File: src/logic/dcache_pkg.sv
package dcache_pkg;

    localparam int addr_w = 32;
    localparam int data_w = 32;
    localparam int strb_w = 4;

    // ----------------------------------------
    // controller steps.
    // ----------------------------------------
    typedef enum logic [2:0] {
        idle,
        lookup,
        evict,
        fill,
        merge,
        respond
    } cache_state_e;

    // host request kind.
    typedef enum logic {
        op_read,
        op_write
    } req_op_e;

endpackage

File: src/logic/bus_master.sv
`timescale 1ns/1ps

module bus_master #(
    parameter int line_words = 16,
    localparam int word_w = $clog2(line_words)
) (
    input  logic                          clk,
    input  logic                          rst_n,
    input  logic                          evict_start,
    input  logic                          fill_start,
    input  logic [dcache_pkg::addr_w-1:0] line_addr,
    input  logic [dcache_pkg::data_w-1:0] evict_word,
    output logic [word_w-1:0]             evict_idx,
    output logic                          fill_we,
    output logic [word_w-1:0]             fill_idx,
    output logic [dcache_pkg::data_w-1:0] fill_data,
    output logic                          evict_done,
    output logic                          fill_done,
    output logic [dcache_pkg::addr_w-1:0] m_araddr,
    output logic                          m_arvalid,
    input  logic                          m_arready,
    input  logic [dcache_pkg::data_w-1:0] m_rdata,
    input  logic                          m_rlast,
    input  logic                          m_rvalid,
    output logic                          m_rready,
    output logic [dcache_pkg::addr_w-1:0] m_awaddr,
    output logic                          m_awvalid,
    input  logic                          m_awready,
    output logic [dcache_pkg::data_w-1:0] m_wdata,
    output logic [dcache_pkg::strb_w-1:0] m_wstrb,
    output logic                          m_wlast,
    output logic                          m_wvalid,
    input  logic                          m_wready,
    input  logic                          m_bvalid,
    output logic                          m_bready
);

    import dcache_pkg::*;

    typedef enum logic [2:0] {
        bm_idle,
        bm_ar,
        bm_rd,
        bm_aw,
        bm_wr,
        bm_b
    } bm_state_e;

    bm_state_e         state;
    logic [word_w-1:0] beat;
    logic [addr_w-1:0] burst_addr;

    // ----------------------------------------
    // one burst at a time.
    // ----------------------------------------
    always_ff @(posedge clk or negedge rst_n) begin
        if (!rst_n) begin
            state <= bm_idle;
            beat  <= '0;
        end else begin
            case (state)
                bm_idle: begin
                    beat <= '0;
                    if (evict_start) begin
                        state <= bm_aw;
                    end else if (fill_start) begin
                        state <= bm_ar;
                    end
                end
                bm_ar: if (m_arready) state <= bm_rd;
                bm_rd: begin
                    if (m_rvalid) begin
                        beat <= beat + 1'b1;
                        if (m_rlast) state <= bm_idle;
                    end
                end
                bm_aw: if (m_awready) state <= bm_wr;
                bm_wr: begin
                    if (m_wready) begin
                        beat <= beat + 1'b1;
                        if (m_wlast) state <= bm_b;
                    end
                end
                bm_b: if (m_bvalid) state <= bm_idle;
                default: state <= bm_idle;
            endcase
        end
    end

    always_ff @(posedge clk) begin
        if (state == bm_idle && (evict_start || fill_start)) begin
            burst_addr <= line_addr;
        end
    end

    assign m_araddr  = burst_addr;
    assign m_arvalid = (state == bm_ar);
    assign m_rready  = (state == bm_rd);
    assign m_awaddr  = burst_addr;
    assign m_awvalid = (state == bm_aw);

    // data follows the beat index, so it holds while wready is low.
    assign m_wvalid  = (state == bm_wr);
    assign m_wdata   = evict_word;
    assign m_wstrb   = '1;
    assign m_wlast   = m_wvalid && (beat == word_w'(line_words - 1));
    assign m_bready  = (state == bm_b);

    assign evict_idx  = beat;
    assign fill_idx   = beat;
    assign fill_data  = m_rdata;
    assign fill_we    = m_rready && m_rvalid;
    assign fill_done  = fill_we && m_rlast;
    assign evict_done = m_bready && m_bvalid;

endmodule

File: config.mk
export PLATFORM = sky130hd
export DESIGN_NAME = bus_master
export DESIGN_NICKNAME = d
export VERILOG_FILES = /design/src/logic/dcache_pkg.sv /design/src/logic/bus_master.sv
export SDC_FILE = /design/constraint.sdc
export NUM_CORES = 1
export LEC_CHECK = 0
export ABC_AREA = 1
export BUFFER_PORTS_ARGS = -buffer_cell sky130_fd_sc_hd__buf_4
export CAP_MARGIN = 20
export CORE_MARGIN = 8
export CORE_UTILIZATION = 35
export DETAILED_ROUTE_END_ITERATION = 7
export GPL_ROUTABILITY_DRIVEN = 0
export PLACE_DENSITY = 0.78
export SYNTH_ARGS = -nofsm -noshare
export SYNTH_HDL_FRONTEND = slang
export SYNTH_SLANG_ARGS = --single-unit
File: constraint.sdc
create_clock -name clk -period 3.8 [get_ports clk]
set_input_delay 1.14 -clock clk [delete_from_list [all_inputs] [get_ports clk]]
set_output_delay 1.14 -clock clk [all_outputs]
set_load 0.02 [all_outputs]
==> run_results.csv <==
group,metric,value,unit
placement,dp_cells,320,
timing,period_needed,2800,ps
critical_path,crit_arrival,1660,ps
die,core-area,6680,um2
power_and_ir_drop,peakVddDrop,276,uV
synthesis,yosys.area.top_type,"edfxtp_1",
synthesis,synth_seq_cells,39,
timing,clock.fmax,357,MHz
grt,grt_usage,9.93,%
die,die-area,9720,um2
critical_path,cp_data_required_time,2660,ps
finish,drive_gt1_share,60.5,%
finish,antenna_cells,0,
finish,fillers,635,
timing,tns,0,ps
detailed_routing,via_count,1430,
worst_hold_path,hold_start,"evict_idx[1]",
critical_path,criticalPathCategory,"input port to primary output",
clocking,htree_levels,2,
synthesis,synth.distinct_cells,27,
detailed_routing,dr.pass1.iters,3,
finish,fin_nets,354,
synthesis,synth-edff-count,32,
critical_path,crit_fanout,3,
grt,grt_pass1_vias,1513,
die,dieHeight,98.6,um
synthesis,syn_inst,221,
die,initial_utilization,35.7,%
placement,port_buffers,122,
critical_path,r2r_start,"state[1]",
timing,worst-slew-pin-transition,538,ps
power_and_ir_drop,p_total,2160,uW
detailed_routing,ant_nets,0,
clocking,clkTransAtPathRegs,70,ps
clocking,ctsHoldBuffers,0,
clocking,post_cts_resize_count,0,
synthesis,netlist_area,2390,um2
critical_path,worstSetupEndpointType,"primary output",
die,fp.dieW,98.6,um
synthesis,synthFlopType,"edfxtp_1",
timing,post-route-period-util,73.7,%
timing,slew_violations,0,
synthesis,synth_common_cells,"104 x buf_4, 32 x edfxtp_1, 20 x nand2_1, 9 x inv_1, 9 x nand3_1",
detailed_routing,post_drt_wl_per_cell,15.5,um
clocking,root_buffer,"clkbuf_8",
synthesis,syn_area_per_cell,10.8,um2
grt,antenna_found_initial,0,
status,status,"complete, no violations",
die,io_pins,255,
power_and_ir_drop,power.leakage,0.00132,uW
timing,fin_worst_skew,2.00,ps
detailed_routing,via_per_inst,4.36,
detailed_routing,drt_iter0_markers,33,
flow_run,cap_violations,0,
critical_path,r2r_end,"m_araddr[6]",
synthesis,synth_top_area_share,40.3,%
finish,area_growth,15.3,%
timing,finalHoldViolCount,0,
grt,grt_start_max_net_pins,33,
synthesis,synth_most_common_cell,"buf_4",
clocking,numCtsBuffers,5,
worst_hold_path,holdPathEnd,"evict_idx[1]",
critical_path,cp-start-kind,"input port",
synthesis,async_flop_share,17.9,%
synthesis,ys.warnings.count,0,
clocking,clock_latency,290,ps
clocking,clock_path_buffers,2,
synthesis,synth_area_leaders,"edfxtp_1 40%, buf_4 33%, dfrtp_1 7.3%, nand2_1 3.1%, nand3_1 1.9%",
clocking,clkSinkCount,39,
finish,final_cells,328,
clocking,cts_setup_buffers,0,
detailed_routing,wl,5080,um
worst_hold_path,hold_class,"flip-flop to flip-flop",
finish,final_util,41.2,%
critical_path,reg2reg_setup_slack,2070,ps
grt,gr-total-overflow,0,
clocking,cts_tree,"yes",
grt,grt_pass1_wl,7690,um
timing,setup_viol,0,
placement,dp_hpwl,4260,um
critical_path,worstRegToRegCells,4,
synthesis,seq_area_frac_synth,47.6,%
power_and_ir_drop,powerDensity,784,nW/um2
detailed_routing,drcViolationCount,0,
timing,slew_headroom,64.2,%
die,rows,30,
worst_hold_path,holdPathStages,2,
timing,rsz0062_at_grt,"false",
## cells by family after synthesis
| kind of cell | count (synthesis) | share of synthesized area, % |
|---|---|---|
| compound gates | 2 | 0.577 |
| xor+xnor | 2 | 0.734 |
| fa+ha+maj | 1 | 0.524 |
| buf+inv | 120 | 36.5 |
| flops | 39 | 47.6 |
| other cells | 1 | 0.157 |
| simple gates | 56 | 13.8 |
## cell usage in the layout (no fill, tap or decap), types with 3 or more instances in the layout
cell      count
nor2_4        3
inv_1         9
nand3_1       9
nand2_2       5
clkbuf_8      5
dfrtp_1       7
nor2_1        7
edfxtp_1     32
buf_4       123
conb_1        4
inv_4         3
nand2_1      20
## how the worst max path moves through the flow
stage	startpoint	endpoint	slack, ps	depth (start not counted)
finish	m_rvalid	fill_done	1000	4
global route	m_rvalid	fill_done	940	4
CTS	m_rvalid	fill_done	1010	4
detailed placement	m_rvalid	fill_done	1020	4
global placement	m_rvalid	fill_done	1020	4
floorplan	m_bvalid	evict_done	860	2
## routing by layer
layer | vias up | global-route usage [%] | wire [um]
li1 | 650 | - | -
met1 | 642 | 9.68 | 1960
met2 | 126 | 16.1 | 2300
met3 | 12 | 6.27 | 721
met4 | 0 | 4.96 | 95
met5 | - | 0 | 0
## through the flow
stage / hold WS [ps] / setup slack [ps] / instance area (um2)
2_1_floorplan: 588 / 863 / 2400
3_3_place_gp: 552 / 1020 / 2620
3_5_place_dp: 590 / 1020 / 2620
4_1_cts: 609 / 1010 / 2750
5_1_grt: 638 / 941 / 2750
6_report: 598 / 998 / 2750
## state kept, by name, summed over array words and instances, names as in the netlist
name       cells
evict_idx      4
m_araddr      32
state          3
## critical path, cell delays in order
cell and delay (ps):
buf_4 90, inv_1 60, nor3b_1 200, buf_4 170
## where the power goes
group | total (uW) | internal (uW) | leakage (uW) | switching, uW
clock | 401 | 262 | 0.0000654 | 139
sequential | 747 | 625 | 0.000394 | 122
combinational | 1010 | 400 | 0.000865 | 608
## cell type report
| class | count | area (um2) | share of cell area (%) |
|---|---|---|---|
| Multi-Input combinational cell | 65 | 400 | 14.6 |
| Inverter | 13 | 57.6 | 2.09 |
| Timing Repair Buffer | 123 | 923 | 33.6 |
| Tap cell | 80 | 100 | 3.64 |
| Clock buffer | 6 | 72.6 | 2.64 |
| Sequential cell | 39 | 1140 | 41.3 |
| Clock inverter | 2 | 60.1 | 2.18 |
Note: power is estimated with default switching activity, not from simulation.
