**src/logic/dcache_pkg.sv**
```systemverilog
package dcache_pkg;

    localparam int addr_w = 32;
    localparam int data_w = 32;
    localparam int strb_w = 4;

    // ----------------------------------------
    // controller steps.
    // ----------------------------------------
    typedef enum logic [2:0] {
        idle,
        lookup,
        evict,
        fill,
        merge,
        respond
    } cache_state_e;

    // host request kind.
    typedef enum logic {
        op_read,
        op_write
    } req_op_e;

endpackage

```
**src/logic/tag_store.sv**
```systemverilog
`timescale 1ns/1ps

module tag_store #(
    parameter int num_sets   = 4,
    parameter int num_ways   = 4,
    parameter int line_words = 16,
    localparam int set_w = $clog2(num_sets),
    localparam int way_w = $clog2(num_ways),
    localparam int tag_w = dcache_pkg::addr_w - set_w - $clog2(line_words)
                           - $clog2(dcache_pkg::strb_w)
) (
    input  logic                clk,
    input  logic                rst_n,
    input  logic [tag_w-1:0]    req_tag,
    input  logic [set_w-1:0]    req_set,
    input  logic                tag_update,
    input  logic [way_w-1:0]    way_sel,
    input  dcache_pkg::req_op_e op,
    output logic                hit,
    output logic [way_w-1:0]    hit_way,
    output logic [way_w-1:0]    victim_way,
    output logic                victim_dirty,
    output logic [tag_w-1:0]    victim_tag
);

    import dcache_pkg::*;

    logic [tag_w-1:0]    tags  [num_sets][num_ways];
    logic [num_ways-1:0] valid [num_sets];
    logic [num_ways-1:0] dirty [num_sets];
    logic [way_w-1:0]    ptr   [num_sets];

    // ----------------------------------------
    // lookup.
    // ----------------------------------------
    always_comb begin
        hit     = 1'b0;
        hit_way = '0;
        for (int w = 0; w < num_ways; w++) begin
            if (valid[req_set][w] && tags[req_set][w] == req_tag) begin
                hit     = 1'b1;
                hit_way = w[way_w-1:0];
            end
        end
    end

    // fifo order, oldest fill goes first.
    assign victim_way   = ptr[req_set];
    assign victim_dirty = valid[req_set][victim_way] && dirty[req_set][victim_way];
    assign victim_tag   = tags[req_set][victim_way];

    // ----------------------------------------
    // updates.
    // ----------------------------------------
    always_ff @(posedge clk or negedge rst_n) begin
        if (!rst_n) begin
            for (int s = 0; s < num_sets; s++) begin
                valid[s] <= '0;
                dirty[s] <= '0;
                ptr[s]   <= '0;
            end
        end else if (tag_update) begin
            valid[req_set][way_sel] <= 1'b1;
            dirty[req_set][way_sel] <= 1'b0;
            ptr[req_set]            <= ptr[req_set] + 1'b1;
        end else if (op == op_write && hit) begin
            dirty[req_set][way_sel] <= 1'b1;
        end
    end

    always_ff @(posedge clk) begin
        if (tag_update) begin
            tags[req_set][way_sel] <= req_tag;
        end
    end

endmodule

```
**config.mk**
```make
export PLATFORM = sky130hd
export DESIGN_NAME = tag_store
export DESIGN_NICKNAME = d
export VERILOG_FILES = /design/src/logic/dcache_pkg.sv /design/src/logic/tag_store.sv
export SDC_FILE = /design/constraint.sdc
export NUM_CORES = 1
export LEC_CHECK = 0
export BUFFER_PORTS_ARGS = -buffer_cell sky130_fd_sc_hd__buf_2
export CAP_MARGIN = 20
export CORE_MARGIN = 2
export CORE_UTILIZATION = 40
export CTS_CLUSTER_DIAMETER = 100
export DETAILED_ROUTE_END_ITERATION = 8
export GPL_TIMING_DRIVEN = 0
export PLACE_DENSITY = 0.51
export SLEW_MARGIN = 5
export SYNTH_ARGS = -nofsm -noshare
export SYNTH_HDL_FRONTEND = slang
export SYNTH_SLANG_ARGS = --single-unit
```
**constraint.sdc**
```tcl
create_clock -name clk -period 3.3 [get_ports clk]
set_clock_uncertainty 0.05 [all_clocks]
set_input_delay 0.33 -clock clk [delete_from_list [all_inputs] [get_ports clk]]
set_output_delay 0.33 -clock clk [all_outputs]
set_load 0.03 [all_outputs]
```
==> qor.yml <==
status:
  violations: "negative setup slack"
  status: "finished, violations left"
routing:
  routed_via_density: 5.90
  routed_wl_um: 65900
  drtIter0Drc: 1263
  drt_pass1_iterations: 7
  vias: 11900
  wire_per_inst_um: 32.8
  drc: 0
  ant_nets: 0
setup_path:
  critical_path.max_fanout: 2
  r2r_setup_slack_ns: 0.24
  critPathRequiredTime_ns: 2.92
  r2r_cells: 8
  critPathMaxStageDelay_ns: 0.58
  cp-end-kind: "output pin"
  start_kind: "flip-flop"
  slowest_stage: "mux4_2"
  rr_startpoint: "tags[3][78]"
  path_class: "flip-flop to output pin"
  arrival_ns: 3.00
  worstPathCellList: "mux4_2 > xnor2_4 > nand4_1 > or3_4 > nor4b_4 > a21o_1 > buf_6"
global_routing:
  overflow: 0
  use_met3: 0.0453
  grt_usage: 0.265
  grt_pass1_wl_um: 90000
  met2_usage: 0.414
  grt_use_met1: 0.378
  grt_pass1_vias: 11400
  grt_max_degree: 41
  grt_antenna_before_repair: 0
  grt_busiest_layer: "met2"
placement:
  place_area_um2: 20700
  dp_slack_ns: -1.24
  routabilityCongestion: 0.957
  hpwl_um: 45700
  place.port_buffers: 59
floorplanning:
  fp.dieW_um: 222
  dieHeight_um: 222
  design.core.area_um2: 46800
  placementRows: 79
  initial_core_util: 0.407
  io_pins: 62
  dieArea_um2: 49300
power:
  switching_power_w: 0.00416
  p_clk_frac: 0.340
  peakVddDrop_uv: 501
  power_frac_comb: 0.222
  power.switching_fraction: 0.299
  seqPwrFrac: 0.438
  total_leakage_power_nw: 7.93
  power.density_nw_per_um2: 593
  p_int_w: 0.00976
clock_tree:
  cts-htree-levels: 2
  ctsRootBufferMaster: "clkbuf_16"
  clkSlewWorstSetupHoldPaths_ns: 0.06
  cts_buffers: 45
  clk_path_buf_depth: 3
  cts_sinks: 424
  tritoncts: "yes"
  clk_latency_ns: 0.59
sta:
  period_needed_ns: 3.38
  setup_ws_ns: -0.0843
  setup_violations: 3
  final_max_slew_viol_count: 0
  final.setup.tns_ns: -0.137
  maxSlewHeadroom: 0.372
  worst_pin_slew_ns: 0.942
  period_share: 1.03
  hold_violations: 0
  fmax_mhz: 295
  rsz0062_at_grt: "yes"
synth:
  syn_area_um2: 19000
  syn-num-nets: 1231
  async_reset_ff_frac: 0.0943
  synth_area_leaders: "edfxtp_1, mux4_2, dfrtp_1"
  synth_edf_count: 384
  syn_inst: 1199
  synth-main-ff-cell: "edfxtp_1"
  synth_top_area_frac: 0.606
  synth.most_common_cell: "edfxtp_1"
  synth_top_area_cell: "edfxtp_1"
  synth_commonest_cells: "edfxtp_1, nand2_1, mux2i_1, xnor2_1, mux4_2"
  synth_seq_cells: 424
  yosysWarnings: 0
  seq_area_frac_synth: 0.659
  avgSynthCellArea_um2: 15.9
  synth_cell_types: 65
final_layout:
  drive_gt1_frac: 0.322
  area_delta_synth_final_pct: 23.5
  nNetsFinal: 1399
  fin_area_um2: 23500
  antenna_cells: 0
flow_run:
  max_cap_viol_count: 0
min_path:
  hold_depth: 1
  hold_end: "tags[2][62]"
  worstHoldPathType: "input port to flip-flop"
  min_from: "req_tag[14]"
stage by stage:
| stage | hold slack [ns] | utilization | std cells | power, W |
|---|---|---|---|---|
| floorplan | -0.0156 | - | 1199 | 0.00772 |
| global placement | 0.396 | 0.430 | 1865 | 0.00876 |
| detailed placement | 0.398 | 0.442 | 1884 | 0.00880 |
| CTS | 0.0495 | 0.493 | 1981 | 0.0139 |
| global route | 0.0889 | 0.502 | 2008 | 0.0143 |
| finish | 0.0914 | 0.502 | 2008 | 0.0139 |
sequential cells by signal, indices dropped and copies added (netlist names), named ones only:
name and flops:
ptr 8, tags 384, valid 16
what timing repair did:
item,in CTS,in global routing
setup buffers,15,24
resized for setup,202,48
pin swaps,8,7
gates cloned,0,3
hold endpoints to repair,40,0
hold buffers,1,0
endpoints found under the setup margin,228,40
per-layer routing:
layer	wire length [µm]	part of all wire
met5	0	0
met4	2030	0.031
met3	4030	0.061
met2	30600	0.46
met1	29300	0.44
cell families (layout without fill, tap and decap cells):
group,Yosys count,in the layout,share of synthesized area
DFF,424,424,0.659
buffers and inverters,90,292,0.0259
and+or+nand+nor,259,259,0.0684
xor gates and xnor gates,90,90,0.0414
muxes,172,172,0.143
AOI/OAI and AO/OA,164,164,0.0620
worst max-delay path by stage:
| stage | startpoint | to | slack (ns) | cells past startpoint |
|---|---|---|---|---|
| 2_1_floorplan | req_set[1] | tags[2][0] | -0.14 | 10 |
| 3_3_place_gp | req_set[1] | tags[2][68] | -3.02 | 10 |
| 3_5_place_dp | req_set[0] | victim_tag[9] | -1.24 | 14 |
| 4_1_cts | tags[3][63] | hit_way[0] | -0.05 | 7 |
| 5_1_grt | tags[3][63] | hit_way[0] | -0.17 | 7 |
| 6_report | tags[3][63] | hit_way[0] | -0.08 | 7 |
worst max-delay path: cells and delay by family, from the launching register on:
family	cells	cell delay (ns)
xor+xnor	1	0.24
compound gates	1	0.27
simple gates	3	0.80
flops	1	0.37
mux	1	0.58
buf+inv	1	0.16
power groups by stage:
stage | combinational (W) | sequential [W] | clock, W
finish | 0.00310 | 0.00609 | 0.00473
global route | 0.00322 | 0.00611 | 0.00501
CTS | 0.00294 | 0.00609 | 0.00484
detailed placement | 0.00260 | 0.00620 | 0
global placement | 0.00256 | 0.00620 | 0
floorplan | 0.00153 | 0.00618 | 0
final cells by class:
type                            instances  area [µm²]
Clock inverter                         26         163
Buffer                                 82         823
Timing Repair Buffer                  121        1240
Inverter                                8        33.8
Multi-Input combinational cell        685        6750
Tap cell                              607         759
Sequential cell                       424       12500
Fill cell                            3918       23300
Clock buffer                           55        1180
cell usage in the layout (no fill, tap or decap), types with 6 or more instances in the layout:
| cell type | Yosys | final |
|---|---|---|
| nor2_4 | 0 | 12 |
| o31ai_2 | 11 | 11 |
| o21ai_0 | 41 | 35 |
| inv_1 | 8 | 6 |
| clkbuf_1 | 36 | 36 |
| edfxtp_1 | 384 | 384 |
| buf_6 | 14 | 19 |
| mux2i_4 | 1 | 11 |
| buf_12 | 0 | 16 |
| buf_16 | 0 | 19 |
| nand2b_1 | 12 | 12 |
| nor2b_1 | 13 | 13 |
| mux2_2 | 11 | 11 |
| nand3_1 | 21 | 21 |
| mux2i_1 | 79 | 60 |
| nand4_1 | 20 | 20 |
| dfrtp_1 | 40 | 40 |
| xnor2_1 | 78 | 48 |
| mux4_2 | 76 | 76 |
| or2_2 | 16 | 16 |
| buf_4 | 6 | 59 |
| o21ai_1 | 5 | 9 |
| nor4_1 | 8 | 8 |
| xnor2_4 | 0 | 7 |
| buf_2 | 13 | 38 |
| and2_1 | 10 | 10 |
| xnor2_2 | 0 | 23 |
| clkbuf_16 | 0 | 48 |
| nand2_1 | 92 | 92 |
| nor2_1 | 37 | 25 |
| a21oi_2 | 0 | 11 |
| a21oi_1 | 33 | 21 |
| a211oi_1 | 15 | 10 |
| xor2_1 | 12 | 7 |
| mux2i_2 | 2 | 11 |
| clkinv_1 | 0 | 13 |
Power figures use the tool's default switching activity.
