### config.mk
export PLATFORM = sky130hd
export DESIGN_NAME = dcache_ctrl
export DESIGN_NICKNAME = d
export VERILOG_FILES = /design/src/logic/dcache_pkg.sv /design/src/logic/dcache_ctrl.sv
export SDC_FILE = /design/constraint.sdc
export NUM_CORES = 1
export LEC_CHECK = 0
export ABC_CLOCK_PERIOD_IN_PS = 4100
export BUFFER_PORTS_ARGS = -buffer_cell sky130_fd_sc_hd__buf_2
export CAP_MARGIN = 40
export CORE_AREA = 5 5 105 107
export DETAILED_ROUTE_END_ITERATION = 8
export DIE_AREA = 0 0 110 112
export MAX_ROUTING_LAYER = met4
export PLACE_DENSITY_LB_ADDON = 0.2
export SLEW_MARGIN = 20
export SYNTH_ARGS = -nofsm -noshare
export SYNTH_HDL_FRONTEND = slang
export SYNTH_SLANG_ARGS = --single-unit
### constraint.sdc
create_clock -name clk -period 4.1 [get_ports clk]
set_input_delay 0.41 -clock clk [delete_from_list [all_inputs] [get_ports clk]]
set_output_delay 0.41 -clock clk [all_outputs]
set_load 0.05 [all_outputs]
### src/logic/dcache_pkg.sv
package dcache_pkg;

    localparam int addr_w = 32;
    localparam int data_w = 32;
    localparam int strb_w = 4;

    // ----------------------------------------
    // controller steps.
    // ----------------------------------------
    typedef enum logic [2:0] {
        idle,
        lookup,
        evict,
        fill,
        merge,
        respond
    } cache_state_e;

    // host request kind.
    typedef enum logic {
        op_read,
        op_write
    } req_op_e;

endpackage

### src/logic/dcache_ctrl.sv
`timescale 1ns/1ps

module dcache_ctrl #(
    parameter int num_sets   = 4,
    parameter int num_ways   = 4,
    parameter int line_words = 16,
    localparam int set_w  = $clog2(num_sets),
    localparam int way_w  = $clog2(num_ways),
    localparam int word_w = $clog2(line_words),
    localparam int byte_w = $clog2(dcache_pkg::strb_w),
    localparam int tag_w  = dcache_pkg::addr_w - set_w - word_w - byte_w
) (
    input  logic                          clk,
    input  logic                          rst_n,
    input  logic [dcache_pkg::addr_w-1:0] s_addr,
    input  logic                          s_arvalid,
    input  logic                          s_awvalid,
    input  logic [dcache_pkg::data_w-1:0] s_wdata,
    input  logic [dcache_pkg::strb_w-1:0] s_wstrb,
    input  logic                          hit,
    input  logic [way_w-1:0]              hit_way,
    input  logic [way_w-1:0]              victim_way,
    input  logic                          victim_dirty,
    input  logic [tag_w-1:0]              victim_tag,
    input  logic                          evict_done,
    input  logic                          fill_done,
    input  logic [dcache_pkg::data_w-1:0] rd_word,
    output logic [dcache_pkg::data_w-1:0] s_rdata,
    output logic                          s_rvalid,
    output logic                          s_wready,
    output logic [tag_w-1:0]              req_tag,
    output logic [set_w-1:0]              req_set,
    output logic [word_w-1:0]             req_word,
    output logic                          evict_start,
    output logic                          fill_start,
    output logic [dcache_pkg::addr_w-1:0] line_addr,
    output logic                          tag_update,
    output logic [way_w-1:0]              way_sel,
    output dcache_pkg::req_op_e           op,
    output logic                          wr_en,
    output logic [dcache_pkg::strb_w-1:0] wr_strb,
    output logic [dcache_pkg::data_w-1:0] wr_data
);

    import dcache_pkg::*;

    cache_state_e state;
    req_op_e      req_op;
    logic         accept;

    // read wins when both valids are up.
    assign accept = (state == idle) && (s_arvalid || s_awvalid);

    // ----------------------------------------
    // request sequencing.
    // ----------------------------------------
    always_ff @(posedge clk or negedge rst_n) begin
        if (!rst_n) begin
            state       <= idle;
            req_op      <= op_read;
            evict_start <= 1'b0;
            fill_start  <= 1'b0;
        end else begin
            evict_start <= 1'b0;
            fill_start  <= 1'b0;
            case (state)
                idle: begin
                    if (accept) begin
                        state  <= lookup;
                        req_op <= s_arvalid ? op_read : op_write;
                    end
                end
                lookup: begin
                    if (hit) begin
                        state <= (req_op == op_write) ? merge : respond;
                    end else if (victim_dirty) begin
                        state       <= evict;
                        evict_start <= 1'b1;
                    end else begin
                        state      <= fill;
                        fill_start <= 1'b1;
                    end
                end
                evict: begin
                    if (evict_done) begin
                        state      <= fill;
                        fill_start <= 1'b1;
                    end
                end
                // back to lookup, which now hits.
                fill: begin
                    if (fill_done) begin
                        state <= lookup;
                    end
                end
                default: state <= idle;
            endcase
        end
    end

    always_ff @(posedge clk) begin
        if (accept) begin
            req_tag  <= s_addr[addr_w-1 -: tag_w];
            req_set  <= s_addr[byte_w + word_w +: set_w];
            req_word <= s_addr[byte_w +: word_w];
            wr_data  <= s_wdata;
            wr_strb  <= s_wstrb;
        end
        if (state == lookup && hit) begin
            s_rdata <= rd_word;
        end
    end

    // write commits on the same edge that samples s_wready.
    assign s_rvalid = (state == respond);
    assign s_wready = (state == merge);
    assign wr_en    = (state == merge);
    assign op       = (state == merge) ? op_write : op_read;

    assign way_sel    = (state == evict || state == fill) ? victim_way : hit_way;
    assign tag_update = (state == fill) && fill_done;

    // victim address while evicting, request address otherwise.
    assign line_addr = {(state == evict) ? victim_tag : req_tag, req_set,
                        {(word_w + byte_w){1'b0}}};

endmodule

==> reports/summary.md <==
* status: finished, final reports clean
* TritonCTS clock tree: yes
* register area share after synthesis: 0.846
* Reg2Reg Setup Slack: 1.77 ns
* cell area after technology mapping: 0.00366 sq mm
* worst slack after detailed placement: 1.73 ns
* Crit path largest cell delay: 0.50 ns
* Ports: 275
* detail-routed via count per cell: 4.37
* Post-Syn Area per Cell: 21.4 sq um
* worst setup skew after layout: 0.0135 ns
* antenna diode instance count: 0
* number of global-route vias before repair: 2601
* layout overhead on the synthesized area: 44.6%
* transition time at the pin with the least slew margin: 0.740 ns
* average routed wire per standard cell: 16.8 um
* max-cap violations: 0
* setup repair bufs after CTS: 0
* first-pass detailed-route iteration total: 4
* placer's final routability congestion estimate: 0.746
* clock network latency to the later pin of the worst-skew pair: 0.36 ns
* startpoint of the most critical setup path: state[2]$_DFFE_PN0P_
* launching point of the worst reg2reg path: state[2]$_DFFE_PN0P_
* minimum clock period after layout: 2.60 ns
* clock root buffer: sky130_fd_sc_hd__clkbuf_8
* delay-heaviest family, CP: simple AND/OR/NAND/NOR gates
* number of flops mapped to enable cells by yosys: 98
* Cell Chain, Critical Path: nand2b_4, nor2_4, mux2_2, buf_2
* initial core utilization: 0.364
* count of input and output buffers: 266
* final worst-path cycle share: 0.634
* Critical Path RT: 3.69 ns
* GR Util All Layers: 0.157
* share of the synthesized area in the top cell type: 0.805
* Die Y-Extent: 112 um
* endpoint type of the worst setup path: output pin
* total of flip-flops plus latches after synthesis: 104
* final count of hold timing violations: 0
* die outline area: 0.0123 sq mm
* Sinks on Clock Net: 104
* total clock buffers created by CTS: 9
* Leakage Power: 0.00231 uW
* cell type of the slowest stage on the worst timing path: sky130_fd_sc_hd__nor2_4
* H-tree depth: 3
* kind of critical path: register to output pin
* nature of the critical path startpoint: register
* Antenna Nets Post-Route: 0
* Synth top cells by count: sky130_fd_sc_hd__edfxtp_1, sky130_fd_sc_hd__mux2_2, sky130_fd_sc_hd__buf_4, sky130_fd_sc_hd__dfrtp_1, sky130_fd_sc_hd__a21oi_1
* count of final setup violators: 0
* Rel. slew slack: 0.507
* Reg clk slew, reported paths: 0.10 ns
* share of cells above drive strength 1: 0.701
* unrepaired setup endpoints after global routing: no
* die span in x: 110 um
* peak ir drop on the vdd network: 0.000321 V
* Core Util, Final: 0.526
* number of instances in the synthesized netlist: 171
* core area: 0.0100 sq mm
* crit path max fanout: 24
* Worst Reg2Reg Path Length in Cells: 3
* final number of max-transition violations: 0
* worst-case setup margin in the final layout: 1.50 ns
* endpoint of the most critical setup path: line_addr[13]
* Worst Path Buf+Inv: 1
* antenna violations before repair: 0
* reg-to-reg endpoint: req_tag[18]$_DFFE_PP_
* number of nets in the layout: 580
* vias after detailed routing: 2550
* power per unit of standard cell area: 754 mW/mm^2
* detailed-route wire length: 9.80 mm
* Iteration-0 DRC Markers: 69
* total negative slack for setup checks: 0 ns
* remaining design rule violation count: 0
* Congestion Overflow GR: 0
* kind of path behind the tightest hold check: input port to register
* library cell occupying the most area in the post-synthesis netlist: sky130_fd_sc_hd__edfxtp_1
* largest net degree at the start of global routing: 33
* main area contributors after synthesis: sky130_fd_sc_hd__edfxtp_1, sky130_fd_sc_hd__mux2_2, sky130_fd_sc_hd__dfrtp_1, sky130_fd_sc_hd__buf_4, sky130_fd_sc_hd__a21oi_1
* number of distinct library cells after synthesis: 19
* Crit path arrival time: 2.19 ns
* Cell Rows: 37
* maximum count of clock buffers along a single path: 2
* most common cell in the netlist: sky130_fd_sc_hd__edfxtp_1
* Critical Path Stages: 4
* Async SR Flop Fraction: 0.0577
* most frequently used flop master after synthesis: sky130_fd_sc_hd__edfxtp_1
* count of warnings emitted by yosys: 0
* global-route wire length before repair: 13.9 mm
* Fmax: 385 MHz
* HPWL after DPL: 8.01 mm
flip-flops by register name, summed over array words and instances, names as in the netlist:
register     count
evict_start      1
wr_data         32
state            3
wr_strb          4
req_op           1
req_word         4
fill_start       1
s_rdata         32
req_tag         24
req_set          2
metrics by stage:
| stage | hold WS (ns) | std cells | instance area [sq um] | power [uW] |
|---|---|---|---|---|
| 3_3_place_gp | 0.241 | 568 | 5100 | 3440 |
| 3_5_place_dp | 0.248 | 568 | 5100 | 3460 |
| 5_1_grt | 0.175 | 584 | 5290 | 4170 |
| 2_1_floorplan | 0.114 | 176 | 3680 | 3050 |
| 6_report | 0.218 | 584 | 5290 | 3990 |
| 4_1_cts | 0.189 | 584 | 5290 | 4040 |
how the worst min path moves through the flow:
| stage | from | end | slack [ns] | cells after the start |
|---|---|---|---|---|
| final | rd_word[11] | s_rdata[11]$_DFFE_PP_ | 0.22 | 1 |
| after global routing | rd_word[10] | s_rdata[10]$_DFFE_PP_ | 0.17 | 1 |
| after CTS | s_wstrb[1] | wr_strb[1]$_DFFE_PP_ | 0.19 | 1 |
| after detailed placement | rst_n | state[1]$_DFFE_PN0P_ | 0.25 | 1 |
| after global placement | rst_n | state[1]$_DFFE_PN0P_ | 0.24 | 1 |
| after floorplan | rst_n | evict_start$_DFF_PN0_ | 0.11 | 0 |
placed cells by master (no fill, tap or decap):
master / instances
sky130_fd_sc_hd__nand3b_1: 1
sky130_fd_sc_hd__inv_1: 1
sky130_fd_sc_hd__nand2_1: 2
sky130_fd_sc_hd__buf_2: 266
sky130_fd_sc_hd__buf_4: 3
sky130_fd_sc_hd__a2bb2oi_1: 1
sky130_fd_sc_hd__nor2_1: 3
sky130_fd_sc_hd__dlygate4sd3_1: 1
sky130_fd_sc_hd__inv_8: 1
sky130_fd_sc_hd__or3_1: 2
sky130_fd_sc_hd__o21a_2: 1
sky130_fd_sc_hd__edfxtp_1: 98
sky130_fd_sc_hd__mux2_2: 26
sky130_fd_sc_hd__nor3b_2: 1
sky130_fd_sc_hd__inv_6: 1
sky130_fd_sc_hd__nand2b_1: 3
sky130_fd_sc_hd__nor2_4: 1
sky130_fd_sc_hd__conb_1: 6
sky130_fd_sc_hd__clkbuf_8: 9
sky130_fd_sc_hd__nor3b_1: 1
sky130_fd_sc_hd__nand2b_4: 1
sky130_fd_sc_hd__nor3_1: 4
sky130_fd_sc_hd__clkinv_4: 2
sky130_fd_sc_hd__a21oi_1: 5
sky130_fd_sc_hd__clkinvlp_4: 2
sky130_fd_sc_hd__dfrtp_1: 6
power by group:
part           switching (uW)  total [uW]  internal, uW
Clock                     345         571           226
Combinational            1460        1850           385
Sequential               92.8        1560          1470
Total                    1900        3990          2080
cell type report:
type / count / area [sq um]
Clock buffer: 9 / 124
Clock inverter: 6 / 52.6
Multi-Input combinational cell: 58 / 480
Inverter: 1 / 3.75
Tap cell: 136 / 170
Sequential cell: 104 / 3090
Timing Repair Buffer: 270 / 1360
Fill cell: 858 / 4760
routing by layer:
layer | up-vias | GRT usage | wire length, um
met5 | - | - | 0
met3 | 16 | 0.0412 | 1080
met2 | 170 | 0.271 | 5070
li1 | 1186 | - | -
met4 | 0 | 0.0715 | 206
met1 | 1178 | 0.166 | 3450
cells by family (layout without fill, tap and decap cells):
group | count (synthesis) | in the layout | synth area share
DFF | 104 | 104 | 0.846
muxes | 26 | 26 | 0.0801
and+or+nand+nor | 19 | 19 | 0.0322
buffers and inverters | 14 | 286 | 0.0298
AOI/OAI and AO/OA | 7 | 7 | 0.0113
other | 1 | 6 | 0.00103
timing repair:
action,4_1_cts,5_1_grt
resized for setup,0,0
hold buffers,1,0
endpoints found under the hold margin,6,0
Power figures use the tool's default switching activity.
